## config.mk

```make
export PLATFORM = sky130hd
export DESIGN_NAME = mcoc_periph_top
export DESIGN_NICKNAME = d
export VERILOG_FILES = /design/src/mcoc_pkg.sv /design/src/mcoc_periph_top.sv /design/src/intc_unit.sv /design/src/pwm_timer.sv /design/src/gpio_port.sv /design/src/apb_bus_ctrl.sv
export SDC_FILE = /design/constraint.sdc
export NUM_CORES = 1
export LEC_CHECK = 0
export BUFFER_PORTS_ARGS = -buffer_cell sky130_fd_sc_hd__buf_2
export CAP_MARGIN = 20
export CELL_PAD_IN_SITES_DETAIL_PLACEMENT = 2
export CELL_PAD_IN_SITES_GLOBAL_PLACEMENT = 2
export CORE_AREA = 2 2 134 136
export DETAILED_ROUTE_END_ITERATION = 10
export DIE_AREA = 0 0 136 138
export HOLD_SLACK_MARGIN = 0.03
export PLACE_DENSITY = 0.86
export SYNTH_ARGS = -nofsm -noshare
export SYNTH_HDL_FRONTEND = slang
export SYNTH_SLANG_ARGS = --single-unit
```

## constraint.sdc

```tcl
create_clock -name clk -period 4 [get_ports clk]
set_input_delay 0.4 -clock clk [delete_from_list [all_inputs] [get_ports clk]]
set_output_delay 0.4 -clock clk [all_outputs]
set_load 0.05 [all_outputs]
```

## src/mcoc_pkg.sv

```systemverilog
`default_nettype none

package mcoc_pkg;

	localparam int DATA_W = 16; // APB data word
	localparam int ADDR_W = 16; // APB address
	localparam int UNIT_W = 4; // Unit field, addr[11:8]
	localparam int REG_W = 4; // Register index, addr[5:2]
	localparam int PORT_W = 8; // GPIO pins
	localparam int INT_N = 5; // Interrupt sources

	// Unit map
	localparam logic [UNIT_W-1:0] UNIT_IDRG = 4'd0; // Identification
	localparam logic [UNIT_W-1:0] UNIT_PORT = 4'd1; // GPIO port
	localparam logic [UNIT_W-1:0] UNIT_TIM0 = 4'd2; // PWM timer
	localparam logic [UNIT_W-1:0] UNIT_INTC = 4'd3; // Highest mapped unit

	localparam logic [REG_W-1:0] REG_ID_CODE = 4'd0;
	localparam logic [REG_W-1:0] REG_ID_VERS = 4'd1;
	localparam logic [REG_W-1:0] REG_ID_EDIT = 4'd2;
	localparam logic [REG_W-1:0] REG_PORT_OUT = 4'd0; // Output latch
	localparam logic [REG_W-1:0] REG_PORT_ENB = 4'd1; // Output enable per pin
	localparam logic [REG_W-1:0] REG_PORT_INP = 4'd2; // Synchronised pins, read only
	localparam logic [REG_W-1:0] REG_TIM_CTRL = 4'd0; // Bit 0 is run
	localparam logic [REG_W-1:0] REG_TIM_PERIOD = 4'd1;
	localparam logic [REG_W-1:0] REG_TIM_CMPA = 4'd2;
	localparam logic [REG_W-1:0] REG_TIM_CMPB = 4'd3;
	localparam logic [REG_W-1:0] REG_TIM_COUNT = 4'd4; // Read only
	localparam logic [REG_W-1:0] REG_INTC_PEND = 4'd0; // Write ones to clear
	localparam logic [REG_W-1:0] REG_INTC_ENB = 4'd1;

	localparam logic [DATA_W-1:0] ID_CODE = 16'h1150; // Chip code
	localparam logic [DATA_W-1:0] ID_VERS = 16'h0148; // Version 1.48
	localparam logic [DATA_W-1:0] ID_EDIT = 16'h5254; // "RT" in ASCII

	// Field view of an APB address
	typedef struct packed {
		logic [3:0] spare_hi; // addr[15:12], ignored
		logic [UNIT_W-1:0] unit; // addr[11:8]
		logic [1:0] spare; // addr[7:6], ignored
		logic [REG_W-1:0] idx; // addr[5:2]
		logic [1:0] lane; // Byte lane, word access only
	} apb_addr_f_t;

	typedef union packed {
		logic [ADDR_W-1:0] raw; // As driven on the bus
		apb_addr_f_t f; // Decoded fields
	} apb_addr_u;

	typedef struct packed {
		logic wr; // One-cycle write strobe
		logic [REG_W-1:0] idx; // Register index
		logic [DATA_W-1:0] wdata; // Write data
	} periph_req_t;

	typedef struct packed {
		logic ovf; // Counter wrap
		logic cmpa; // Count equals compare A
		logic cmpb; // Count equals compare B
	} tim_evt_t;

endpackage

`default_nettype wire
```

## src/mcoc_periph_top.sv

```systemverilog
`timescale 1ns/1ps
`default_nettype none

module mcoc_periph_top (
	input logic clk,
	input logic reset_i,
	input logic psel_i,
	input logic penable_i,
	input logic pwrite_i,
	input mcoc_pkg::apb_addr_u paddr_i,
	input logic [mcoc_pkg::DATA_W-1:0] pwdata_i,
	output logic [mcoc_pkg::DATA_W-1:0] prdata_o,
	output logic pready_o,
	output logic pslverr_o,
	input logic [mcoc_pkg::PORT_W-1:0] port_i,
	output logic [mcoc_pkg::PORT_W-1:0] port_o,
	output logic [mcoc_pkg::PORT_W-1:0] port_oe_o, // Pad ring tri-state control
	input logic [1:0] ext_int_i,
	output logic pwm_a_o,
	output logic pwm_b_o,
	output logic irq_o
);
	import mcoc_pkg::*;

	periph_req_t port_req; // Per-unit request copies
	periph_req_t tim_req;
	periph_req_t intc_req;
	logic [DATA_W-1:0] port_rdata;
	logic [DATA_W-1:0] tim_rdata;
	logic [DATA_W-1:0] intc_rdata;
	tim_evt_t tim_evt; // Timer to interrupt controller

	apb_bus_ctrl u_bus (
		.clk(clk), .reset_i(reset_i),
		.psel_i(psel_i), .penable_i(penable_i), .pwrite_i(pwrite_i),
		.paddr_i(paddr_i), .pwdata_i(pwdata_i),
		.prdata_o(prdata_o), .pready_o(pready_o), .pslverr_o(pslverr_o),
		.port_req_o(port_req), .tim_req_o(tim_req), .intc_req_o(intc_req),
		.port_rdata_i(port_rdata), .tim_rdata_i(tim_rdata), .intc_rdata_i(intc_rdata)
	);

	gpio_port u_port (
		.clk(clk), .reset_i(reset_i), .req_i(port_req), .port_i(port_i),
		.rdata_o(port_rdata), .port_o(port_o), .port_oe_o(port_oe_o)
	);

	pwm_timer u_tim0 (
		.clk(clk), .reset_i(reset_i), .req_i(tim_req),
		.rdata_o(tim_rdata), .pwm_a_o(pwm_a_o), .pwm_b_o(pwm_b_o), .evt_o(tim_evt)
	);

	intc_unit u_intc (
		.clk(clk), .reset_i(reset_i), .req_i(intc_req),
		.ext_int_i(ext_int_i), .tim_evt_i(tim_evt),
		.rdata_o(intc_rdata), .irq_o(irq_o)
	);

endmodule

`default_nettype wire

```

## src/intc_unit.sv

```systemverilog
`timescale 1ns/1ps
`default_nettype none

module intc_unit (
	input logic clk,
	input logic reset_i,
	input mcoc_pkg::periph_req_t req_i,
	input logic [1:0] ext_int_i,
	input mcoc_pkg::tim_evt_t tim_evt_i,
	output logic [mcoc_pkg::DATA_W-1:0] rdata_o,
	output logic irq_o
);
	import mcoc_pkg::*;

	logic [1:0] ext_s1_q; // First sync stage
	logic [1:0] ext_s2_q; // Synchronised level
	logic [1:0] ext_prev_q; // Level one cycle earlier, for edge detect
	logic [1:0] ext_rise;
	logic [INT_N-1:0] set_vec; // New events this cycle
	logic [INT_N-1:0] clr_vec; // Write-one-to-clear mask
	logic [INT_N-1:0] pend_q;
	logic [INT_N-1:0] enb_q;
	logic irq_q;

	always_ff @(posedge clk) begin
		if (reset_i) begin
			ext_s1_q <= '0;
			ext_s2_q <= '0;
			ext_prev_q <= '0;
		end else begin
			ext_s1_q <= ext_int_i;
			ext_s2_q <= ext_s1_q;
			ext_prev_q <= ext_s2_q;
		end
	end

	assign ext_rise = ext_s2_q & ~ext_prev_q;
	assign set_vec = {tim_evt_i.cmpb, tim_evt_i.cmpa, tim_evt_i.ovf, ext_rise}; // Bit 0 is int0
	assign clr_vec = (req_i.wr && (req_i.idx == REG_INTC_PEND)) ?
		req_i.wdata[INT_N-1:0] : '0;

	// Set wins over a clear of the same bit
	always_ff @(posedge clk) begin
		if (reset_i) begin
			pend_q <= '0;
			enb_q <= '0;
			irq_q <= 1'b0;
		end else begin
			pend_q <= (pend_q & ~clr_vec) | set_vec;
			if (req_i.wr && (req_i.idx == REG_INTC_ENB)) begin
				enb_q <= req_i.wdata[INT_N-1:0];
			end
			irq_q <= |(pend_q & enb_q); // One cycle behind pending
		end
	end

	assign irq_o = irq_q;

	always_comb begin
		case (req_i.idx)
			REG_INTC_PEND: rdata_o = {{(DATA_W-INT_N){1'b0}}, pend_q};
			REG_INTC_ENB: rdata_o = {{(DATA_W-INT_N){1'b0}}, enb_q};
			default: rdata_o = '0;
		endcase
	end

endmodule

`default_nettype wire

```

## src/pwm_timer.sv

```systemverilog
`timescale 1ns/1ps
`default_nettype none

module pwm_timer (
	input logic clk,
	input logic reset_i,
	input mcoc_pkg::periph_req_t req_i,
	output logic [mcoc_pkg::DATA_W-1:0] rdata_o,
	output logic pwm_a_o,
	output logic pwm_b_o,
	output mcoc_pkg::tim_evt_t evt_o
);
	import mcoc_pkg::*;

	logic run_q; // Counter enable, ctrl bit 0
	logic [DATA_W-1:0] period_q; // Last count before wrap
	logic [DATA_W-1:0] cmpa_q;
	logic [DATA_W-1:0] cmpb_q;
	logic [DATA_W-1:0] count_q; // Running count
	logic wrap; // Count at or past period
	logic pwm_a_q;
	logic pwm_b_q;

	// Also catches a period written below the current count
	assign wrap = (count_q >= period_q);

	always_ff @(posedge clk) begin
		if (reset_i) begin
			run_q <= 1'b0;
			period_q <= '0;
			cmpa_q <= '0;
			cmpb_q <= '0;
		end else if (req_i.wr) begin
			case (req_i.idx)
				REG_TIM_CTRL: run_q <= req_i.wdata[0];
				REG_TIM_PERIOD: period_q <= req_i.wdata;
				REG_TIM_CMPA: cmpa_q <= req_i.wdata;
				REG_TIM_CMPB: cmpb_q <= req_i.wdata;
				default: ; // Count is read only
			endcase
		end
	end

	// Steps 0 .. period, holds while stopped
	always_ff @(posedge clk) begin
		if (reset_i) begin
			count_q <= '0;
		end else if (run_q) begin
			count_q <= wrap ? '0 : count_q + 1'b1;
		end
	end

	// PWM one cycle behind the count, low while stopped
	always_ff @(posedge clk) begin
		if (reset_i) begin
			pwm_a_q <= 1'b0;
			pwm_b_q <= 1'b0;
		end else begin
			pwm_a_q <= run_q & (count_q < cmpa_q);
			pwm_b_q <= run_q & (count_q < cmpb_q);
		end
	end

	assign pwm_a_o = pwm_a_q;
	assign pwm_b_o = pwm_b_q;

	// Event pulses last the one cycle of the matching count
	always_comb begin
		evt_o.ovf = run_q & wrap;
		evt_o.cmpa = run_q & (count_q == cmpa_q);
		evt_o.cmpb = run_q & (count_q == cmpb_q);
	end

	always_comb begin
		case (req_i.idx)
			REG_TIM_CTRL: rdata_o = {{(DATA_W-1){1'b0}}, run_q};
			REG_TIM_PERIOD: rdata_o = period_q;
			REG_TIM_CMPA: rdata_o = cmpa_q;
			REG_TIM_CMPB: rdata_o = cmpb_q;
			REG_TIM_COUNT: rdata_o = count_q; // Live value
			default: rdata_o = '0;
		endcase
	end

endmodule

`default_nettype wire

```

## src/gpio_port.sv

```systemverilog
`timescale 1ns/1ps
`default_nettype none

module gpio_port (
	input logic clk,
	input logic reset_i,
	input mcoc_pkg::periph_req_t req_i,
	input logic [mcoc_pkg::PORT_W-1:0] port_i,
	output logic [mcoc_pkg::DATA_W-1:0] rdata_o,
	output logic [mcoc_pkg::PORT_W-1:0] port_o,
	output logic [mcoc_pkg::PORT_W-1:0] port_oe_o
);
	import mcoc_pkg::*;

	logic [PORT_W-1:0] out_q; // Output latch
	logic [PORT_W-1:0] enb_q; // Direction, 1 drives the pin
	logic [PORT_W-1:0] sync1_q; // First sync stage
	logic [PORT_W-1:0] sync2_q; // Stable input value

	// Pins float after reset, pad ring sees oe low
	always_ff @(posedge clk) begin
		if (reset_i) begin
			out_q <= '0;
			enb_q <= '0;
		end else if (req_i.wr) begin
			case (req_i.idx)
				REG_PORT_OUT: out_q <= req_i.wdata[PORT_W-1:0];
				REG_PORT_ENB: enb_q <= req_i.wdata[PORT_W-1:0];
				default: ; // Input register is read only
			endcase
		end
	end

	// Two flop synchroniser for asynchronous pins
	always_ff @(posedge clk) begin
		if (reset_i) begin
			sync1_q <= '0;
			sync2_q <= '0;
		end else begin
			sync1_q <= port_i;
			sync2_q <= sync1_q;
		end
	end

	assign port_o = out_q;
	assign port_oe_o = enb_q;

	always_comb begin
		case (req_i.idx)
			REG_PORT_OUT: rdata_o = {{(DATA_W-PORT_W){1'b0}}, out_q};
			REG_PORT_ENB: rdata_o = {{(DATA_W-PORT_W){1'b0}}, enb_q};
			REG_PORT_INP: rdata_o = {{(DATA_W-PORT_W){1'b0}}, sync2_q};
			default: rdata_o = '0;
		endcase
	end

endmodule

`default_nettype wire

```

## src/apb_bus_ctrl.sv

```systemverilog
`timescale 1ns/1ps
`default_nettype none

module apb_bus_ctrl (
	input logic clk,
	input logic reset_i,
	input logic psel_i,
	input logic penable_i,
	input logic pwrite_i,
	input mcoc_pkg::apb_addr_u paddr_i,
	input logic [mcoc_pkg::DATA_W-1:0] pwdata_i,
	output logic [mcoc_pkg::DATA_W-1:0] prdata_o,
	output logic pready_o,
	output logic pslverr_o,
	output mcoc_pkg::periph_req_t port_req_o,
	output mcoc_pkg::periph_req_t tim_req_o,
	output mcoc_pkg::periph_req_t intc_req_o,
	input logic [mcoc_pkg::DATA_W-1:0] port_rdata_i,
	input logic [mcoc_pkg::DATA_W-1:0] tim_rdata_i,
	input logic [mcoc_pkg::DATA_W-1:0] intc_rdata_i
);
	import mcoc_pkg::*;

	logic setup_q; // Setup phase seen in the previous cycle
	logic access; // Access phase of a proper transfer
	logic mapped; // Unit exists
	logic wr_stb; // Write to a mapped unit
	logic [UNIT_W-1:0] unit;
	logic [DATA_W-1:0] id_rdata; // Identification read value

	always_ff @(posedge clk) begin
		if (reset_i) begin
			setup_q <= 1'b0;
		end else begin
			setup_q <= psel_i & ~penable_i; // Access must follow a setup
		end
	end

	assign unit = paddr_i.f.unit;
	assign mapped = (unit <= UNIT_INTC);
	assign access = psel_i & penable_i & setup_q;
	assign wr_stb = access & pwrite_i & mapped; // Errored writes are dropped
	assign pready_o = 1'b1; // Zero wait states
	assign pslverr_o = access & ~mapped;

	// Only the addressed unit sees its strobe; ID unit is read only
	always_comb begin
		port_req_o = '{wr: wr_stb && (unit == UNIT_PORT), idx: paddr_i.f.idx, wdata: pwdata_i};
		tim_req_o = '{wr: wr_stb && (unit == UNIT_TIM0), idx: paddr_i.f.idx, wdata: pwdata_i};
		intc_req_o = '{wr: wr_stb && (unit == UNIT_INTC), idx: paddr_i.f.idx, wdata: pwdata_i};
	end

	always_comb begin
		case (paddr_i.f.idx)
			REG_ID_CODE: id_rdata = ID_CODE;
			REG_ID_VERS: id_rdata = ID_VERS;
			REG_ID_EDIT: id_rdata = ID_EDIT; // Edition letters
			default: id_rdata = '0; // Unknown index reads zero
		endcase
	end

	always_comb begin
		case (unit)
			UNIT_IDRG: prdata_o = id_rdata;
			UNIT_PORT: prdata_o = port_rdata_i;
			UNIT_TIM0: prdata_o = tim_rdata_i;
			UNIT_INTC: prdata_o = intc_rdata_i;
			default: prdata_o = '0; // Unmapped unit reads zero
		endcase
	end

endmodule

`default_nettype wire

```

==> reports/results.ini, run 1 <==
[global_routing]
grtUsageTotal_pct=30.3
grt_max_degree=64
grt_pass1_vias=7075
antenna_found_initial=0
grt_overflow=0
grt_pass1_wl_um=42600

[clock_network]
clkTransAtPathRegs_ns=0.06
clockRootBuffer=clkbuf_16
cts_tree=yes
cts_made_buffers=17
cts_setup_buffers=0
clock_sinks=117
post_cts_resized=0
holdBufCountCts=0
htreeDepth=4
clkLatencyLatePin_ns=0.44
cts_buffer_depth=2

[floorplan]
die-area_mm2=0.0188
start_util_pct=35.9
fp-row-count=49
die_width_um=136
coreArea_mm2=0.0175
io_pins=84
die_y_um=138

[worst_setup_path]
slowest_stage=nor2_2
cpMostUsedCell=buf_2
endpoint_kind=primary output
required_ns=3.60
cpLargestDelayFamily=simple AND/OR/NAND/NOR gates
cp_max_fo=13
critPathMaxStageDelay_ns=0.65
worst-path-buf-inv=2
crit_type=input pin to primary output
start_kind=input pin
cp.arrival_ns=2.80
crit_chain=buf_2 -> or3b_1 -> nor2_2 -> a222oi_1 -> o21ai_0 -> buf_2

[logic_synthesis]
synth_top_cell_area_share_pct=37.2
yosys_register_bits=117
synthArstFlopShare_pct=0
synth-edff-count=0
syn_inst=750
synth_area_leaders=dfxtp_1 (37%), ha_1 (9.7%), mux2i_1 (8.6%)
synthesis.nets=846
synth_area_leader_cell=dfxtp_1
yosysWarnings=0
synthFlopType=dfxtp_1
synth.distinct_cells=55
syn_area_mm2=0.00630
synth.yosys.seq_area_share_pct=37.2
syn_avg_cell_area_um2=8.40

[sta]
hold-worst-slack_ns=0.169
setup_viol=0
post-route-period-util_pct=80.0
slew_headroom_pct=40.0
maxSlewViolCount=0
fin_crit_ns=3.20
fin_skew_ns=0.00815
tightest_slew_ns=0.894
fmax_mhz=313
finalHoldViolCount=0
final.setup.tns_ns=0
rsz0062_at_grt=false

[route]
dr_total_vias=6233
routedWlPerCell_um=26.4
drt_pass1_iterations=5
drtAntennaViolNets=0
drt_first_iter_violations=544
drc=0
viasPerCell=5.92
wl_um=27800

[cells_and_area]
final_cell_mix=dfxtp_1 (117), nor2_1 (83), buf_2 (73)
final_common_cell=dfxtp_1
diodes=0
area_delta_synth_final_pct=18.1
drive_gt1_share_pct=15.4
fin_nets=907
final_area_mm2=0.00744

[pwr]
p_per_area_mw_per_mm2=389
p_leak_nw=3.08
peakVddDrop_mv=0.308

[placement]
routabilityCongestion=0.865
numPortBuffers=74
place_area_mm2=0.00686
dp_hpwl_um=17300

[status]
status=completed

[flow_run]
drv_cap=0

[hold_path]
min_path_type=input pin to register

-- routing by layer --
metal | track usage, % | vias to the layer above | wire, um
met5 | 0 | - | 0
met4 | 13.4 | 0 | 1090
met3 | 6.34 | 90 | 1460
met2 | 51.9 | 259 | 14100
met1 | 36.1 | 3129 | 11200
li1 | - | 2755 | -
-- report_power, final --
part	switching (W)	internal (W)	total, W	leakage, nW
Sequential	0.00000546	0.00118	0.00118	0.947
Clock	0.000696	0.000885	0.00158	0.287
Combinational	0.0000981	0.0000376	0.000136	1.84
-- area by class of cell --
class | instances | area (um^2)
Fill cell | 1965 | 10100
Multi-Input combinational cell | 536 | 3570
Sequential cell | 117 | 2340
Timing Repair Buffer | 84 | 448
Clock buffer | 17 | 425
Tap cell | 229 | 287
Inverter | 55 | 206
Clock inverter | 15 | 159
-- registers in the layout (all words and copies together), names as in the netlist, 2 cells and up --
register and count:
u_tim0.cmpa_q 16, u_tim0.cmpb_q 16, u_intc.enb_q 5, u_port.sync2_q 8, u_tim0.period_q 16, u_intc.ext_prev_q 2
u_intc.pend_q 5, u_port.port_o 8, u_port.sync1_q 8, u_intc.ext_s2_q 2, u_tim0.count_q 16, u_port.port_oe_o 8
u_intc.ext_s1_q 2
-- synth_stat cells, drive strengths merged, types with 3 or more instances --
master	instances
dfxtp	117
nor2	85
a21oi	60
nand2	58
inv	55
mux2i	54
ha	49
nand3	41
o21ai	30
nor2b	29
clkbuf	27
nand4	20
buf	15
xor2	11
a222oi	10
a21o	8
o22ai	8
a22oi	7
nand2b	7
nor3	7
nor4	5
or3	5
nor3b	4
o32a	4
a221oi	3
and3	3
or3b	3
xnor2	3
-- kinds of logic (layout without fill, tap and decap cells) --
logic type                 count (synthesis)  after routing  share of synthesized area, %
AOI/OAI and AO/OA                        143            143                          14.0
muxes                                     55             55                          8.94
DFF                                      117            117                          37.2
adders and majority gates                 49             49                          9.73
and+or+nand+nor                          274            274                          22.0
xor gates and xnor gates                  14             14                          1.95
other                                      1              1                        0.0595
buffers and inverters                     97            171                          6.14
-- worst paths after layout --
path                startpoint                 end  slack (ns)  depth (start not counted)
max                 paddr_i[5]        prdata_o[12]        0.80                          6
min                  penable_i       u_bus.setup_q        0.17                          2
max reg2reg      u_bus.setup_q  u_tim0.period_q[3]        1.26                          5
min reg2reg  u_port.sync1_q[7]   u_port.sync2_q[7]        0.47                          1
-- per-stage QoR --
step / setup WS, ns / power, W / instances / utilization, %
4_1_cts: 0.866 / 0.00290 / 1053 / 42.4
6_report: 0.801 / 0.00290 / 1053 / 42.4
2_1_floorplan: 0.872 / 0.00128 / 750 / -
3_5_place_dp: 0.952 / 0.00133 / 1021 / 39.1
3_3_place_gp: 1.01 / 0.00133 / 1021 / 39.1
5_1_grt: 0.740 / 0.00296 / 1053 / 42.4
No activity file was read; power rests on OpenSTA's default activity.
==> run 2: changes to the inputs <==
--- a/config.mk
+++ b/config.mk
@@ -9,11 +9,11 @@
 export CAP_MARGIN = 20
 export CELL_PAD_IN_SITES_DETAIL_PLACEMENT = 2
 export CELL_PAD_IN_SITES_GLOBAL_PLACEMENT = 2
-export CORE_AREA = 2 2 134 136
+export CORE_AREA = 2 2 138 140
 export DETAILED_ROUTE_END_ITERATION = 10
-export DIE_AREA = 0 0 136 138
+export DIE_AREA = 0 0 140 142
 export HOLD_SLACK_MARGIN = 0.03
-export PLACE_DENSITY = 0.86
+export PLACE_DENSITY = 0.82
 export SYNTH_ARGS = -nofsm -noshare
 export SYNTH_HDL_FRONTEND = slang
 export SYNTH_SLANG_ARGS = --single-unit
==> constraint.sdc (replaced) <==
create_clock -name clk -period 3.3 [get_ports clk]
set_input_delay 0.33 -clock clk [delete_from_list [all_inputs] [get_ports clk]]
set_output_delay 0.33 -clock clk [all_outputs]
set_load 0.05 [all_outputs]
==> reports/results.ini, run 2 (synthesis gave the netlist of run 1 again) <==
[sta]
setup_viol=0
fin_crit_ns=2.76
slew_headroom_pct=43.9
fin_skew_ns=0.00986
rsz0062_at_grt=false
post-route-period-util_pct=83.8
tightest_slew_ns=0.836
hold-worst-slack_ns=0.0948
fmax_mhz=362
final.setup.tns_ns=0
finalHoldViolCount=0
maxSlewViolCount=0

[floorplan]
coreArea_mm2=0.0185
die_width_um=140
start_util_pct=34.1
die-area_mm2=0.0199
die_y_um=142
fp-row-count=50
io_pins=84

[placement]
dp_hpwl_um=16700
numPortBuffers=74
routabilityCongestion=0.859

[pwr]
peakVddDrop_mv=0.362
p_leak_nw=3.14
p_per_area_mw_per_mm2=470

[clock_network]
post_cts_resized=0
htreeDepth=4
cts_tree=yes
holdBufCountCts=0
cts_made_buffers=17
clkLatencyLatePin_ns=0.43
clock_sinks=117
clkTransAtPathRegs_ns=0.06
cts_setup_buffers=0
clockRootBuffer=clkbuf_16
cts_buffer_depth=2

[worst_setup_path]
crit_type=input pin to primary output
crit_chain=buf_2 -> or4b_4 -> or3b_1 -> o22a_1 -> o21ai_0 -> buf_2
endpoint_kind=primary output
cp.arrival_ns=2.43
reg2reg_slack_ns=0.60
critPathMaxStageDelay_ns=0.67
start_kind=input pin
r2r-start=u_tim0.period_q[14]
r2r_cells=8
required_ns=2.97
reg2reg_to=u_tim0.count_q[15]
cpMostUsedCell=buf_2
cp_max_fo=16
slowest_stage=or3b_1

[route]
drt_first_iter_violations=247
routedWlPerCell_um=23.0
viasPerCell=5.57
dr_total_vias=5938
drt_pass1_iterations=8
drc=0
wl_um=24500
drtAntennaViolNets=0

[cells_and_area]
fin_nets=916
final_cell_mix=dfxtp_1 (117), nor2_1 (83), buf_2 (73)
final_common_cell=dfxtp_1
diodes=0
area_delta_synth_final_pct=19.9
drive_gt1_share_pct=16.3

[hold_path]
min_path_type=input pin to register
hp-start=penable_i
whs_endpoint=u_bus.setup_q
hold_path_depth=2

[global_routing]
grt_pass1_vias=6607
grt_max_degree=70
grt_overflow=0
grtUsageTotal_pct=25.4
antenna_found_initial=0
grt_pass1_wl_um=38500

[flow_run]
drv_cap=0

[status]
status=completed

==> run 2: changes by cell type in the layout (fill, tap and decap cells not counted) <==
| cell | delta |
|---|---|
| inv_8 | +1 |
| inv_6 | -3 |
| clkinv_4 | +1 |
| buf_4 | +8 |
| bufinv_16 | +1 |
| buf_12 | +1 |
==> run 2: cell type report <==
type,count,area (um^2)
clock inverter,15,183
timing repair buffer,93,528
inverter,55,206
sequential,117,2340
tap,234,293
fill,2016,10900
multi-input combinational,536,3570
clock buffer,17,425
==> run 2: metal layers <==
layer  global-route usage, %  wire (um)  up-vias
met5                       0          0        -
met4                    8.98        597        0
met3                    4.98        934       38
met2                    45.3      12500      135
met1                    30.7      10500     2990
li1                        -          -     2775
==> run 2: power breakdown <==
part           internal (W)  leakage (nW)  switching, W
Clock               0.00115         0.298      0.000807
Sequential          0.00143         0.947    0.00000595
Combinational     0.0000495          1.89      0.000113
Total               0.00262          3.14      0.000925
==> run 2: per-stage QoR <==
| step | util, % | setup WS, ns | power [W] | area, um^2 | std cells |
|---|---|---|---|---|---|
| 6_report | 40.9 | 0.535 | 0.00355 | 7550 | 1067 |
| 5_1_grt | 40.9 | 0.372 | 0.00366 | 7550 | 1067 |
| 4_1_cts | 40.9 | 0.533 | 0.00357 | 7550 | 1067 |
| 3_5_place_dp | 37.6 | 0.569 | 0.00162 | 6940 | 1035 |
| 3_3_place_gp | 37.6 | 0.565 | 0.00162 | 6940 | 1035 |
| 2_1_floorplan | - | 0.312 | 0.00155 | 6300 | 750 |
==> run 2: worst max-delay path by stage <==
| stage | slack, ns | cells after the start | startpoint | to |
|---|---|---|---|---|
| floorplan | 0.31 | 5 | paddr_i[11] | prdata_o[1] |
| global placement | 0.57 | 6 | paddr_i[11] | prdata_o[2] |
| detailed placement | 0.57 | 6 | paddr_i[11] | prdata_o[2] |
| CTS | 0.53 | 6 | paddr_i[4] | prdata_o[12] |
| global route | 0.37 | 8 | u_tim0.period_q[14] | u_tim0.count_q[15] |
| finish | 0.54 | 6 | paddr_i[11] | prdata_o[2] |
==> run 2: worst max-delay path: cells and delay by family <==
family / cells / cell delay, ns
buf+inv: 2 / 0.43
simple gates: 2 / 1.24
compound gates: 2 / 0.43
==> run 3: changes to the inputs <==
--- a/config.mk
+++ b/config.mk
@@ -5,15 +5,16 @@
 export SDC_FILE = /design/constraint.sdc
 export NUM_CORES = 1
 export LEC_CHECK = 0
+export ABC_AREA = 1
 export BUFFER_PORTS_ARGS = -buffer_cell sky130_fd_sc_hd__buf_2
 export CAP_MARGIN = 20
 export CELL_PAD_IN_SITES_DETAIL_PLACEMENT = 2
 export CELL_PAD_IN_SITES_GLOBAL_PLACEMENT = 2
-export CORE_AREA = 2 2 138 140
+export CORE_AREA = 2 2 141 143
 export DETAILED_ROUTE_END_ITERATION = 10
-export DIE_AREA = 0 0 140 142
+export DIE_AREA = 0 0 143 145
 export HOLD_SLACK_MARGIN = 0.03
-export PLACE_DENSITY = 0.82
+export PLACE_DENSITY = 0.81
 export SYNTH_ARGS = -nofsm -noshare
 export SYNTH_HDL_FRONTEND = slang
 export SYNTH_SLANG_ARGS = --single-unit
==> constraint.sdc (replaced) <==
create_clock -name clk -period 2.7 [get_ports clk]
set_input_delay 0.27 -clock clk [delete_from_list [all_inputs] [get_ports clk]]
set_output_delay 0.27 -clock clk [all_outputs]
set_load 0.05 [all_outputs]
==> reports/results.ini, run 3 <==
[sta]
tightest_slew_ns=0.716
fmax_mhz=421
fin_skew_ns=0.00550
setup_viol=0
rsz0062_at_grt=false
final.setup.tns_ns=0
fin_crit_ns=2.38
post-route-period-util_pct=88.0
slew_headroom_pct=52.2
maxSlewViolCount=0
finalHoldViolCount=0

[worst_setup_path]
cp_max_fo=12
start_kind=input pin
crit_type=input pin to primary output
cp.arrival_ns=2.11
endpoint_kind=primary output
required_ns=2.43

[pwr]
total_power_w=0.00436
p_leak_nw=3.14
peakVddDrop_mv=0.423
p_per_area_mw_per_mm2=589

[clock_network]
clkLatencyLatePin_ns=0.43
holdBufCountCts=0
cts_made_buffers=17
htreeDepth=4
cts_setup_buffers=0
post_cts_resized=0
cts_buffer_depth=2
clkTransAtPathRegs_ns=0.06
clock_sinks=117
clockRootBuffer=clkbuf_16
cts_tree=yes

[global_routing]
grtUsageTotal_pct=23.7
grt_pass1_vias=6692
grt_overflow=0
grt_pass1_wl_um=37400
antenna_found_initial=0
grt_max_degree=40

[logic_synthesis]
synth.distinct_cells=43
synth.yosys.seq_area_share_pct=37.4
synthArstFlopShare_pct=0
synthFlopType=dfxtp_1
synthesis.nets=917
synth_top_cell_area_share_pct=37.4
syn_area_mm2=0.00626
yosysWarnings=0
ys_top_cells_by_count=inv_1 (129), dfxtp_1 (117), a21oi_1 (108), nand2_1 (100), o21ai_0 (83)
synth_area_leader_cell=dfxtp_1
syn_avg_cell_area_um2=7.62
syn_inst=821
synth_area_leaders=dfxtp_1 (37%), ha_1 (9.8%), a21oi_1 (8.6%)
yosys_register_bits=117
synth-edff-count=0
post-synth-top-count-cell=inv_1

[cells_and_area]
fin_util_pct=38.5
fin_cells=1167
area_delta_synth_final_pct=18.3
final_cell_mix=inv_1 (129), dfxtp_1 (117), a21oi_1 (108)
final_common_cell=inv_1
diodes=0
fin_nets=985
final_area_mm2=0.00740
drive_gt1_share_pct=16.1

[hold_path]
min_path_type=input pin to register

[route]
wl_met2_um=11800
drc=0
dr_total_vias=6070
viasPerCell=5.20
wl_met1_um=10400
drtAntennaViolNets=0
drt_first_iter_violations=250
routedWlPerCell_um=20.4
top_layer_used=met4
wl_um=23800
drt_pass1_iterations=4
wl_met3_um=1080

[placement]
dp_hpwl_um=16400
place_area_mm2=0.00678
routabilityCongestion=0.817
placed_cells=1135
numPortBuffers=74

[status]
status=completed

[floorplan]
start_util_pct=32.6
die-area_mm2=0.0207
coreArea_mm2=0.0192
fp-row-count=51
die_width_um=143
io_pins=84
die_y_um=145

[flow_run]
drv_cap=0

-- run 3: cell types whose count changed after synthesis, sizes merged, moves of 10 or more --
cell    previous run  this run
inv               55       135
o21ai             30       103
mux2i             54         0
nand2             58       108
a21oi             60       108
nor2b             29         0
o22ai              8        29
nor2              85        66
clkbuf            27         9
nand3             41        26
a222oi            10         0
-- run 3: final timing paths --
check	startpoint	end	slack, ns	depth (start not counted)
max	paddr_i[11]	prdata_o[7]	0.32	7
min	port_i[2]	u_port.sync1_q[2]	0.04	3
max reg2reg	u_tim0.count_q[0]	u_tim0.count_q[12]	0.46	13
min reg2reg	u_port.sync1_q[3]	u_port.sync2_q[3]	0.41	2
-- run 3: final cells by class --
type / instances / area [um^2]
Clock buffer: 17 / 425
Fill cell: 2239 / 11800
Clock inverter: 15 / 194
Tap cell: 265 / 332
Sequential cell: 117 / 2340
Inverter: 135 / 517
Multi-Input combinational cell: 536 / 3150
Timing Repair Buffer: 82 / 443
-- run 3: logic make-up after synthesis --
logic type,share of synthesized area (%)
AO/OA/AOI/OAI,21.8
AND/OR/NAND/NOR,17.9
buffers and inverters,12.2
flip-flops,37.4
adder cells (fa/ha/maj),9.80
XOR/XNOR,0.840
other,0.0599
-- run 3: critical path, cell delays in order --
cell	delay, ns
buf_2	0.11
nor2_4	0.19
nand3_4	0.19
inv_1	0.47
o21ai_0	0.32
o21ai_0	0.23
buf_2	0.33
-- run 3: power breakdown --
group | switching [W] | internal, W | leakage, nW
combinational | 0.000141 | 0.0000533 | 1.89
sequential | 0.00000598 | 0.00174 | 0.947
clock | 0.000940 | 0.00147 | 0.300
total | 0.00109 | 0.00327 | 3.14
-- run 3: per-layer routing --
layer	track usage, %	up-vias
li1	-	2877
met4	8.22	0
met3	4.49	42
met1	29.6	3016
met5	0	-
met2	40.3	135
-- run 3: per-stage QoR --
| step | hold slack [ns] | worst slack [ns] |
|---|---|---|
| final | 0.0375 | 0.323 |
| after global routing | 0.0421 | 0.202 |
| after CTS | 0.0328 | 0.339 |
| after detailed placement | 0.403 | 0.411 |
| after global placement | 0.390 | 0.460 |
| after floorplan | 0.342 | 0.253 |
